[src/logic/sync_fifo.sv]
/* first-word-fall-through FIFO, DEPTH must be a power of two
   data_o is valid whenever empty_o is low */
`timescale 1ns/100ps
`default_nettype none

module sync_fifo #(
    parameter type payload_t = logic,
    parameter int  DEPTH     = 4
) (
    input  logic     hclk,
    input  logic     rst,
    input  logic     push_i,
    input  payload_t data_i,
    output logic     full_o,
    input  logic     pop_i,
    output payload_t data_o,
    output logic     empty_o
);

    payload_t                 mem [DEPTH];
    logic [$clog2(DEPTH):0]   wr_ptr;  // extra msb tells full from empty
    logic [$clog2(DEPTH):0]   rd_ptr;
    logic [$clog2(DEPTH):0]   count;

    assign count   = wr_ptr - rd_ptr;
    assign full_o  = count == ($clog2(DEPTH) + 1)'(DEPTH);
    assign empty_o = count == '0;
    assign data_o  = mem[rd_ptr[$clog2(DEPTH)-1:0]];  // head shows through

    always_ff @(posedge hclk) begin
        if (push_i) mem[wr_ptr[$clog2(DEPTH)-1:0]] <= data_i;
    end

    always_ff @(posedge hclk or posedge rst) begin
        if (rst) begin
            wr_ptr <= '0;
            rd_ptr <= '0;
        end else begin
            if (push_i) wr_ptr <= wr_ptr + 1'b1;
            if (pop_i)  rd_ptr <= rd_ptr + 1'b1;
        end
    end

    a_no_overflow: assert property (@(posedge hclk) disable iff (rst) push_i |-> !full_o)
        else $error("push into full FIFO");
    a_no_underflow: assert property (@(posedge hclk) disable iff (rst) pop_i |-> !empty_o)
        else $error("pop from empty FIFO");

endmodule

`default_nettype wire

[config.mk]
export PLATFORM = sky130hd
export DESIGN_NAME = sync_fifo
export DESIGN_NICKNAME = d
export VERILOG_FILES = /design/src/logic/sync_fifo.sv
export SDC_FILE = /design/constraint.sdc
export NUM_CORES = 1
export LEC_CHECK = 0
export ABC_AREA = 1
export ABC_CLOCK_PERIOD_IN_PS = 1200
export BUFFER_PORTS_ARGS = -buffer_cell sky130_fd_sc_hd__buf_2
export CAP_MARGIN = 20
export CELL_PAD_IN_SITES_DETAIL_PLACEMENT = 1
export CELL_PAD_IN_SITES_GLOBAL_PLACEMENT = 1
export CORE_MARGIN = 5
export CORE_UTILIZATION = 38
export CTS_BUF_LIST = sky130_fd_sc_hd__clkbuf_8
export DETAILED_ROUTE_END_ITERATION = 6
export PLACE_DENSITY_LB_ADDON = 0.1
export SLEW_MARGIN = 20
export SYNTH_ARGS = -nofsm -noshare
export SYNTH_HDL_FRONTEND = slang
export SYNTH_SLANG_ARGS = --single-unit
[constraint.sdc]
create_clock -name hclk -period 1.2 [get_ports hclk]
set_clock_uncertainty 0.15 [all_clocks]
set_input_delay 0.06 -clock hclk [delete_from_list [all_inputs] [get_ports hclk]]
set_output_delay 0.06 -clock hclk [all_outputs]
set_load 0.01 [all_outputs]
Word-level counts from Yosys, hierarchy flattened --
Memory sizes are Yosys's and may differ from the RTL's. Index checks and enable logic that the tools add are counted.
Storage, ports and cells: register bits after elaboration 6, memories 1, output and inout bits 3, bits of input ports 5, memory bits (writable) 4, word-level logic and storage cells 10
Cells by class: equality and inequality tests 1, mux-type cells 2, add/sub/neg operators 3, reductions and logical operators 1
Memory list:
- mem | words 4, width 1, rd ports 1, clocked after memory_dff 0, wr ports 1, line 20 | payload_t mem [DEPTH];
Operators with widths (count):
- $add 3x1->3 const B | 2
- $eq 3x3->1 const B | 1
- $logic_not 3->1 | 1
- $sub 3x3->3 | 1
- $mux 1 | 2

Longest topological paths before layout --
Gate-level depths: netlist of run 1.
depth in word-level cells 2, mapped depth 8, gate-level depth less buffers 8

Worst setup path after synthesis of run 1 --
Ideal clock, no wire load.
path kind register -> output, start point register wr_ptr[1], end point output port full_o, buffers on the path 0, data required time 0.990 ns, setup slack -0.098 ns, arrival time 1.088 ns, stages on the path, launching flop included 7, path through dfrtp_1 -> ha_1 -> nand2_1 -> nand2_1 -> nand2_1 -> nand2_1 -> nor2_1
On the way: word-level cells in the longest chain between the ends 2
RTL lines:
- from (decl) | line 21 | logic [$clog2(DEPTH):0] wr_ptr;
- from (signal assigned) | line 39 | if (push_i) wr_ptr <= wr_ptr + 1'b1;
- $sub 3x3->3 | line 25 | assign count = wr_ptr - rd_ptr;
- $eq 3x3->1 | line 26 | assign full_o = count == ($clog2(DEPTH) + 1)'(DEPTH);
- to (decl) | line 14 | output logic full_o,
Every way passes these cells.

Worst setup path after layout of run 1 --
start point register rd_ptr[1], end point output port full_o
On the way: word-level cells in the longest chain between the ends 2
RTL lines:
- from (decl) | line 22 | logic [$clog2(DEPTH):0] rd_ptr;
- from (signal assigned) | line 40 | if (pop_i) rd_ptr <= rd_ptr + 1'b1;
- $sub 3x3->3 | line 25
- $eq 3x3->1 | line 26
Every way passes these cells.

==> results of run 1 <==
-- logic make-up (layout without fill, tap and decap cells) --
logic type,after synthesis,count (layout),synth area share [%]
AO/OA/AOI/OAI,7,7,6.06
XOR/XNOR,4,4,6.06
adder cells (fa/ha/maj),7,7,15.2
buffers and inverters,15,38,9.74
flip-flops,10,10,46.8
AND/OR/NAND/NOR,25,25,16.2
-- state kept, by name, indices dropped and copies added, names as in the netlist --
register and flops:
mem 4, rd_ptr 3, wr_ptr 3
-- cell usage after synthesis --
library cell  count  area share (%)
nand2_1          22              14
o21ai_0           5             4.3
inv_1            14             9.1
dfrtp_1           6              26
ha_1              7              15
a21oi_1           2             1.7
inv_2             1            0.65
nor2_1            3             1.9
edfxtp_1          4              21
xor2_1            4             6.1
-- power by group through the flow --
| stage | clock (mW) | sequential, mW | combinational (mW) |
|---|---|---|---|
| floorplan | 0 | 0.599 | 0.697 |
| global placement | 0 | 0.586 | 1.09 |
| detailed placement | 0 | 0.593 | 1.12 |
| CTS | 0.357 | 0.612 | 1.40 |
| global route | 0.387 | 0.636 | 1.69 |
| finish | 0.354 | 0.617 | 1.49 |
-- worst max-delay path, delay by kind of cell (launching register included) --
kind	cells	cell delay [ns]
AO/OA/AOI/OAI	1	0.15
buffers and inverters	2	0.22
adder cells (fa/ha/maj)	1	0.21
flip-flops	1	0.39
AND/OR/NAND/NOR	3	0.17
-- how the worst max path moves through the flow --
stage                    from       to  slack (ns)
floorplan           wr_ptr[1]   full_o       -0.07
global placement    wr_ptr[1]   full_o       -0.19
detailed placement  wr_ptr[1]  empty_o       -0.21
CTS                 rd_ptr[1]   full_o       -0.35
global route        rd_ptr[1]  empty_o       -0.45
finish              rd_ptr[1]   full_o       -0.39
-- cell type report --
cell class,count,share of cell area (%)
Tap cell,16,2.36
Sequential cell,10,32.0
Clock buffer,3,4.86
Multi-Input combinational cell,43,36.7
Timing Repair Buffer,19,16.8
Inverter,15,6.92
Clock inverter,1,0.442
-- what timing repair did --
item | in CTS | in global routing
setup buffers | 3 | 2
pin swaps | 12 | 5
endpoints found under the hold margin | 14 | 0
resized for setup | 20 | 6
endpoints found under the setup margin | 10 | 11
hold buffers | 4 | 0
-- metal layers --
layer  vias up  global-route usage (%)  share of wire (%)
met5         -                       0                  0
met4         0                    5.38               0.58
met3         2                    5.50                3.5
met2         7                    21.7                 51
met1       227                    14.1                 45
li1        249                       -                  -
==> key figures, run 1 <==
Finish
  – Most common cell after layout, fill and taps aside: nand2_1
  – Antenna Diode Count: 0
  – Fin area: between 800 and 900 um2
  – Layout Nets: 104
  – Area grow syn2layout: 47.0%
  – Area of the multi-input gates: between 300 and 400 um2
  – Fill count: 178
  – Register area: 272 um2
  – Most frequent cells in the layout: nand2_1 (19), inv_1 (9), buf_2 (7)
  – Final core utilization: 57.7%
  – Final cell count without fillers: 107
  – Share of post-route cells with drive strength above 1: 40.7%

Hold path
  – HP Class: input pin to async pin

Die
  – Die Y: 49 um
  – Die W: just under 50 um
  – Rows: 14
  – IO Count: 8
  – Core ar.: 0.00147 mm2
  – Starting Density: between 30% and 40%
  – Die footprint: approximately 0.0024 mm2

Placement
  – IO buf count: 7
  – DP Wirelength: 884 um
  – Cell Count Post-Placement: 97
  – Routability cong.: around 0.69
  – Placed inst area: ~700 um2
  – Setup WS pre-CTS: -0.206 ns

Setup path
  – Crit path cell chain: inv_2 -> ha_4 -> a21oi_2 -> nand2_1 -> nand2_1 -> nor2_2 -> buf_2
  – R2R Setup Slk: -0.22 ns
  – CP required: 0.99 ns
  – Worst reg2reg endpoint: mem[1]
  – CP endpoint kind: output port
  – Worst reg2reg path depth: 6
  – Worst Path Arrival: 1.38 ns
  – Type of origin of the critical path: flip-flop
  – Worst R2R Start: wr_ptr[1]
  – Critical path peak fanout: 3
  – Most common cell type on the critical path: nand2_1
  – Crit path kind: flip-flop to output port
  – Slowest stage cell, crit path: dfrtp_1
  – CP max stage delay: 0.39 ns

Clocking
  – CTS Buf Count: 3
  – Clk Latency, worst-skew pair: about 0.24 ns
  – CTS Sinks: 10
  – Longest Clk Path Bufs: 2
  – Clock-pin slew on the worst setup and hold paths: 0.05 ns
  – TritonCTS clock tree: yes
  – CTS root buf: clkbuf_8
  – H-tree depth: 1

Detailed routing
  – Vias/cell: 4.53
  – Drt pass-1 iters: 1
  – DR iter-0 viols: 0
  – Vias: 485
  – DRC viols: 0
  – Routed WL: 1370 um
  – Number of routed nets with antenna violations: 0
  – Routed wire per std cell: roughly 13 um

STA
  – Post-route setup slack: -0.387 ns
  – Hold_ws: 0.140 ns
  – Slew HR: 83.3%
  – # setup viols final: 11
  – Setup TNS: -1.87 ns
  – Least-Margin Pin Slew: 0.251 ns
  – Final-report max-slew violation count: 0
  – Final Critical Period: 1.59 ns
  – F_max: 630 MHz
  – RSZ-0062 raised after global routing: yes
  – Part of the cycle the worst path needs: 132%
  – Endpoints failing hold: 0

Global routing
  – Number of global-route vias before repair: 502
  – GR Util All Layers: 13.0%
  – Largest net degree at the start of global routing: 8
  – Initial antenna violation count: 0
  – Gr ovfl total: 0
  – First-pass GRT wire length: 2280 um

Power and ir drop
  – Flop pwr share: roughly 25%
  – P_int: 1.44 mW
  – Clock power frac: 14.4%
  – Sw Share: around 41%
  – Total power: 2.46 mW
  – Leakage: 0.439 nW
  – Cell Pwr Density: 2890 mW/mm2
  – Psw: 1.02 mW
  – Comb pwr share: about three fifths
  – Peak VDD IR: 1.83 mV

Yosys
  – Unique cell type count in the Yosys netlist: 10
  – Sequential area share after synthesis: approximately 47%
  – Synth Warn #: 0
  – Synth Instances: 68
  – FF+latch count, synth: 10
  – Mapped Area: 578 um2
  – Post-Syn Area per Cell: 8.50 um2
  – Syn Nets: 80

Outcome
  – Failing checks: negative setup slack
  – Status: finished with violations

Run
  – # Max-Cap Violations: 0
(Power assumes the default switching activity.)
==> run 2, diff against run 1 <==
--- a/config.mk
+++ b/config.mk
@@ -16,6 +16,7 @@
 export CTS_BUF_LIST = sky130_fd_sc_hd__clkbuf_8
 export DETAILED_ROUTE_END_ITERATION = 6
 export PLACE_DENSITY_LB_ADDON = 0.1
+export SKIP_CTS_REPAIR_TIMING = 1
 export SLEW_MARGIN = 20
 export SYNTH_ARGS = -nofsm -noshare
 export SYNTH_HDL_FRONTEND = slang
==> key figures, run 2 (synthesis gave the netlist of run 1 again) <==
Setup path
  – Critical Path End: empty_o
  – Worst Path Arrival: 1.36 ns (-0.02 ns)
  – Crit path kind: flip-flop to output port
  – Worst reg2reg endpoint: mem[1]
  – Worst R2R Start: wr_ptr[1]
  – CP endpoint kind: output port
  – Worst reg2reg path depth: 6 (unchanged)
  – R2R Setup Slk: -0.26 ns (-0.04 ns)
  – Type of origin of the critical path: flip-flop
  – CP required: 0.99 ns (about the same)
  – Critical path peak fanout: 3 (unchanged)
  – Worst setup startpoint: wr_ptr[1]

Clocking
  – TritonCTS clock tree: yes
  – Clock-pin slew on the worst setup and hold paths: 0.05 ns (about the same)
  – CTS Buf Count: 3 (unchanged)
  – H-tree depth: 1 (unchanged)
  – CTS root buf: clkbuf_8
  – CTS Sinks: 10 (unchanged)
  – Clk Latency, worst-skew pair: 0.23 ns (about the same)
  – Longest Clk Path Bufs: 2 (unchanged)

Detailed routing
  – DR iter-0 viols: 4 (+4)
  – Routed wire per std cell: 12.6 um (-1.4%)
  – Routed WL: 1330 um (-3.2%)
  – Drt pass-1 iters: 3 (+2)
  – DRC viols: 0 (unchanged)
  – Vias/cell: 4.59 (+1.3%)
  – Vias: 482 (-0.62%)
  – Number of routed nets with antenna violations: 0 (unchanged)

STA
  – Hold_ws: -0.00760 ns (-0.148 ns)
  – Slew HR: 84.3% (+1.0 points)
  – Endpoints failing hold: 1 (+1)
  – Least-Margin Pin Slew: 0.235 ns (-0.0157 ns)
  – F_max: 638 MHz (+1.2%)
  – Post-route setup slack: -0.369 ns (+0.0186 ns)
  – RSZ-0062 raised after global routing: yes
  – Final-report max-slew violation count: 0 (unchanged)
  – Final Critical Period: 1.57 ns (-0.0186 ns)
  – Part of the cycle the worst path needs: 131% (-1.5 points)
  – # setup viols final: 11 (unchanged)

Die
  – IO Count: 8 (unchanged)
  – Starting Density: 39.3% (unchanged)
  – Die Y: 49 um (unchanged)
  – Core ar.: 0.00147 mm2 (unchanged)
  – Die footprint: 0.00240 mm2 (unchanged)
  – Die W: 49 um (unchanged)
  – Rows: 14 (unchanged)

Global routing
  – GR Util All Layers: 10.6% (-2.3 points)
  – Met3 usage: 5.50% (unchanged)
  – Number of global-route vias before repair: 434 (-14%)
  – Met2 usage: 15.7% (-6.1 points)
  – GRT busiest layer: met2
  – First-pass GRT wire length: 1880 um (-18%)
  – Gr ovfl total: 0 (unchanged)
  – M1 GR Usage: 12.4% (-1.7 points)
  – Largest net degree at the start of global routing: 8 (unchanged)
  – Initial antenna violation count: 0 (unchanged)

Finish
  – Final core utilization: 58.7% (+0.94 points)
  – Antenna Diode Count: 0 (unchanged)
  – Fill count: 176 (-1.1%)
  – Share of post-route cells with drive strength above 1: 43.8% (+3.2 points)
  – Most frequent cells in the layout: nand2_1 (17), inv_1 (8), inv_2 (7), buf_2 (7), dfrtp_1 (5)
  – Layout Nets: 102 (-1.9%)
  – Area grow syn2layout: 49.4%
  – Max FFs per register: 4 (unchanged)
  – Most common cell after layout, fill and taps aside: nand2_1

Power and ir drop
  – Leakage: 0.441 nW (+0.38%)
  – Cell Pwr Density: 2940 mW/mm2 (+1.7%)
  – Total power: 2.54 mW (+3.3%)
  – Peak VDD IR: 1.87 mV (+1.8%)

Outcome
  – Status: finished with violations
  – Failing checks: negative hold slack, negative setup slack

Placement
  – DP Wirelength: 884 um (unchanged)
  – Routability cong.: 0.685 (unchanged)
  – IO buf count: 7 (unchanged)

Hold path
  – HP Class: input pin to flip-flop

Run
  – # Max-Cap Violations: 0 (unchanged)
run 2: cell count changes in the layout (fill, tap and decap cells not counted), sizes merged:
cell and change:
dlygate4sd3 -1, buf -1
run 2: area by class of cell:
type                    count  area, um2  share of cell area [%]
clock buffers               3       41.3                    4.78
clock inverters             1       3.75                   0.435
inverters                  15       58.8                    6.81
multi-input cells          43        339                    39.3
flip-flops and latches     10        272                    31.4
well taps                  16       20.0                    2.32
repair buffers             17        129                    14.9
run 2: worst max-delay path, cell delays in order, from the launching register on:
cell     delay [ns]
dfrtp_1        0.42
ha_4           0.32
nand2_2        0.05
nand2_2        0.06
nand2_1        0.05
nand2_1        0.07
nor2_2         0.03
buf_2          0.13
run 2: power by group:
part	internal, mW	switching, mW
Clock	0.223	0.126
Combinational	0.759	0.813
Sequential	0.495	0.123
run 2: worst min path at each step:
stage / slack (ns) / end / from / cells past startpoint
6_report: -0.008 / wr_ptr[0] / push_i / 2
5_1_grt: -0.002 / wr_ptr[0] / push_i / 2
4_1_cts: -0.41 / wr_ptr[1] / rst / 2
3_5_place_dp: -0.16 / rd_ptr[2] / rst / 2
3_3_place_gp: -0.16 / wr_ptr[2] / rst / 2
2_1_floorplan: -0.30 / rd_ptr[0] / rst / 1
run 2: per-stage QoR:
stage               hold slack, ns  instances  setup WS [ns]  TNS (ns)  cell area, um2
global route              -0.00184        105         -0.448     -2.43             863
CTS                         -0.411        101         -0.455     -1.58             728
detailed placement          -0.165         97         -0.206    -0.773             683
global placement            -0.162         97         -0.188    -0.644             683
floorplan                   -0.299         68        -0.0662    -0.132             583
finish                    -0.00760        105         -0.369     -1.82             863
run 2: metal layers:
metal | wire length, um | vias up | share of wire [%]
li1 | - | 249 | -
met1 | 613 | 226 | 46
met2 | 663 | 5 | 50
met3 | 40 | 2 | 3.0
met4 | 10 | 0 | 0.75
met5 | 0 | - | 0
==> run 3, diff against run 2 <==
==> constraint.sdc (replaced) <==
create_clock -name hclk -period 1.2 [get_ports hclk]
set_clock_uncertainty 0.15 [all_clocks]
set_input_delay 0.24 -clock hclk [delete_from_list [all_inputs] [get_ports hclk]]
set_output_delay 0.24 -clock hclk [all_outputs]
set_load 0.01 [all_outputs]
==> key figures, run 3 (synthesis gave the netlist of run 1 again) <==
Global routing
  – Initial antenna violation count: 0 (unchanged)
  – First-pass GRT wire length: 1930 um (+2.2%)
  – Number of global-route vias before repair: 460 (+6.0%)
  – Gr ovfl total: 0 (unchanged)
  – Largest net degree at the start of global routing: 8 (unchanged)
  – GR Util All Layers: 10.5% (-0.076 points)

Setup path
  – Worst R2R Start: rd_ptr[0]
  – Worst Path Arrival: 1.36 ns (about the same)
  – R2R Setup Slk: -0.35 ns (-0.09 ns)
  – CP required: 0.81 ns (-0.18 ns)
  – Type of origin of the critical path: flip-flop
  – Crit path kind: flip-flop to output port
  – CP endpoint kind: output port
  – Worst setup startpoint: wr_ptr[1]
  – Worst reg2reg endpoint: rd_ptr[2]
  – Critical Path End: full_o
  – Critical path peak fanout: 3 (unchanged)
  – Worst reg2reg path depth: 8 (+2)

Outcome
  – Failing checks: negative setup slack
  – Status: finished with violations

Hold path
  – Hold Startpoint: data_i
  – HP Class: input pin to flip-flop
  – Cell count of the worst hold path: 1 (-1)

Run
  – # Max-Cap Violations: 0 (unchanged)

Power and ir drop
  – Leakage: 0.470 nW (+6.5%)
  – Peak VDD IR: 1.58 mV (-15%)
  – Cell Pwr Density: 3030 mW/mm2 (+3.0%)

STA
  – Final-report max-slew violation count: 0 (unchanged)
  – Final Critical Period: 1.75 ns (+0.183 ns)
  – Post-route setup slack: -0.552 ns (-0.183 ns)
  – # setup viols final: 12 (+1)
  – Setup TNS: -3.14 ns (-1.32 ns)
  – Part of the cycle the worst path needs: 146% (+15 points)
  – Slew HR: 82.1% (-2.2 points)
  – Least-Margin Pin Slew: 0.268 ns (+0.0332 ns)
  – Endpoints failing hold: 0 (-1)
  – RSZ-0062 raised after global routing: yes
  – F_max: 571 MHz (-10%)

Die
  – Die Y: 49 um (unchanged)
  – Starting Density: 39.3% (unchanged)
  – Rows: 14 (unchanged)
  – Core ar.: 0.00147 mm2 (unchanged)
  – Die footprint: 0.00240 mm2 (unchanged)
  – Die W: 49 um (unchanged)
  – IO Count: 8 (unchanged)

Finish
  – Area of the multi-input gates: 358 um2 (+5.5%)
  – Area grow syn2layout: 59.3%
  – Layout Nets: 106 (+3.9%)
  – Fin area: 921 um2 (+6.7%)
  – Final core utilization: 62.6% (+3.9 points)
  – Most frequent cells in the layout: nand2_1 (16), inv_1 (9), buf_2 (7), buf_6 (7)
  – Final cell count without fillers: 109 (+3.8%)
  – Fill count: 170 (-3.4%)
  – Antenna Diode Count: 0 (unchanged)
  – Max FFs per register: 4 (unchanged)
  – Register area: 270 um2 (-0.46%)
  – Most common cell after layout, fill and taps aside: nand2_1
  – Share of post-route cells with drive strength above 1: 49.5% (+5.6 points)

Clocking
  – H-tree depth: 1 (unchanged)
  – TritonCTS clock tree: yes
  – CTS Sinks: 10 (unchanged)
  – Clock-pin slew on the worst setup and hold paths: 0.05 ns (about the same)
  – CTS Buf Count: 3 (unchanged)
  – Clk Latency, worst-skew pair: 0.24 ns (about the same)
  – Longest Clk Path Bufs: 2 (unchanged)
  – CTS root buf: clkbuf_8

Placement
  – IO buf count: 7 (unchanged)
  – Setup WS pre-CTS: -0.405 ns (-0.200 ns)
  – Routability cong.: 0.668 (-2.4%)
  – Cell Count Post-Placement: 98 (+1.0%)
  – DP Wirelength: 938 um (+6.1%)
  – Placed inst area: 691 um2 (+1.1%)

Detailed routing
  – Vias: 508 (+5.4%)
  – Vias/cell: 4.66 (+1.5%)
  – DR iter-0 viols: 0 (-4)
  – Number of routed nets with antenna violations: 0 (unchanged)
  – Routed wire per std cell: 13.0 um (+3.2%)
  – Drt pass-1 iters: 1 (-2)
  – DRC viols: 0 (unchanged)
  – Routed WL: 1420 um (+7.2%)
-- run 3: cell types whose count changed in the layout (fill, tap and decap cells not counted), sizes merged --
cell	before	now
dlygate4sd3	3	1
buf	14	20
-- run 3: worst max-delay path: stages, from the launching register on --
cell and delay, ns:
dfrtp_1 0.42, ha_4 0.31, nand2_2 0.05, nand2_2 0.07
nand2_1 0.05, nand2_1 0.07, nor2_2 0.03, buf_2 0.13
-- run 3: layer usage --
metal / vias to the layer above / global-route usage, % / share of wire (%)
met3: 4 / 3.06 / 2.3
li1: 253 / - / -
met4: 0 / 6.73 / 1.9
met5: - / 0 / 0
met1: 244 / 12.8 / 43
met2: 7 / 16.1 / 53
-- run 3: area by class of cell --
cell class	count	area share [%]
Sequential cell	10	29.3
Clock buffer	3	4.48
Clock inverter	1	0.408
Tap cell	16	2.17
Timing Repair Buffer	21	18.3
Multi-Input combinational cell	43	38.9
Inverter	15	6.39
-- run 3: through the flow --
stage	hold slack (ns)	total power [mW]
after floorplan	-0.119	1.30
after global placement	0.0209	1.70
after detailed placement	0.0281	1.74
after CTS	-0.225	2.12
after global routing	0.0837	3.05
final	0.0736	2.79
-- run 3: worst min-delay path by stage --
stage,slack [ns],to
finish,0.07,mem[0]
global route,0.08,mem[0]
CTS,-0.22,rd_ptr[0]
detailed placement,0.03,wr_ptr[2]
global placement,0.02,wr_ptr[2]
floorplan,-0.12,rd_ptr[0]
-- run 3: power breakdown --
group          internal (mW)  leakage [nW]  total (mW)  switching, mW
combinational          0.925         0.335        1.82          0.895
clock                  0.225        0.0269       0.363          0.139
sequential             0.491         0.108       0.608          0.116
total                   1.64         0.470        2.79           1.15
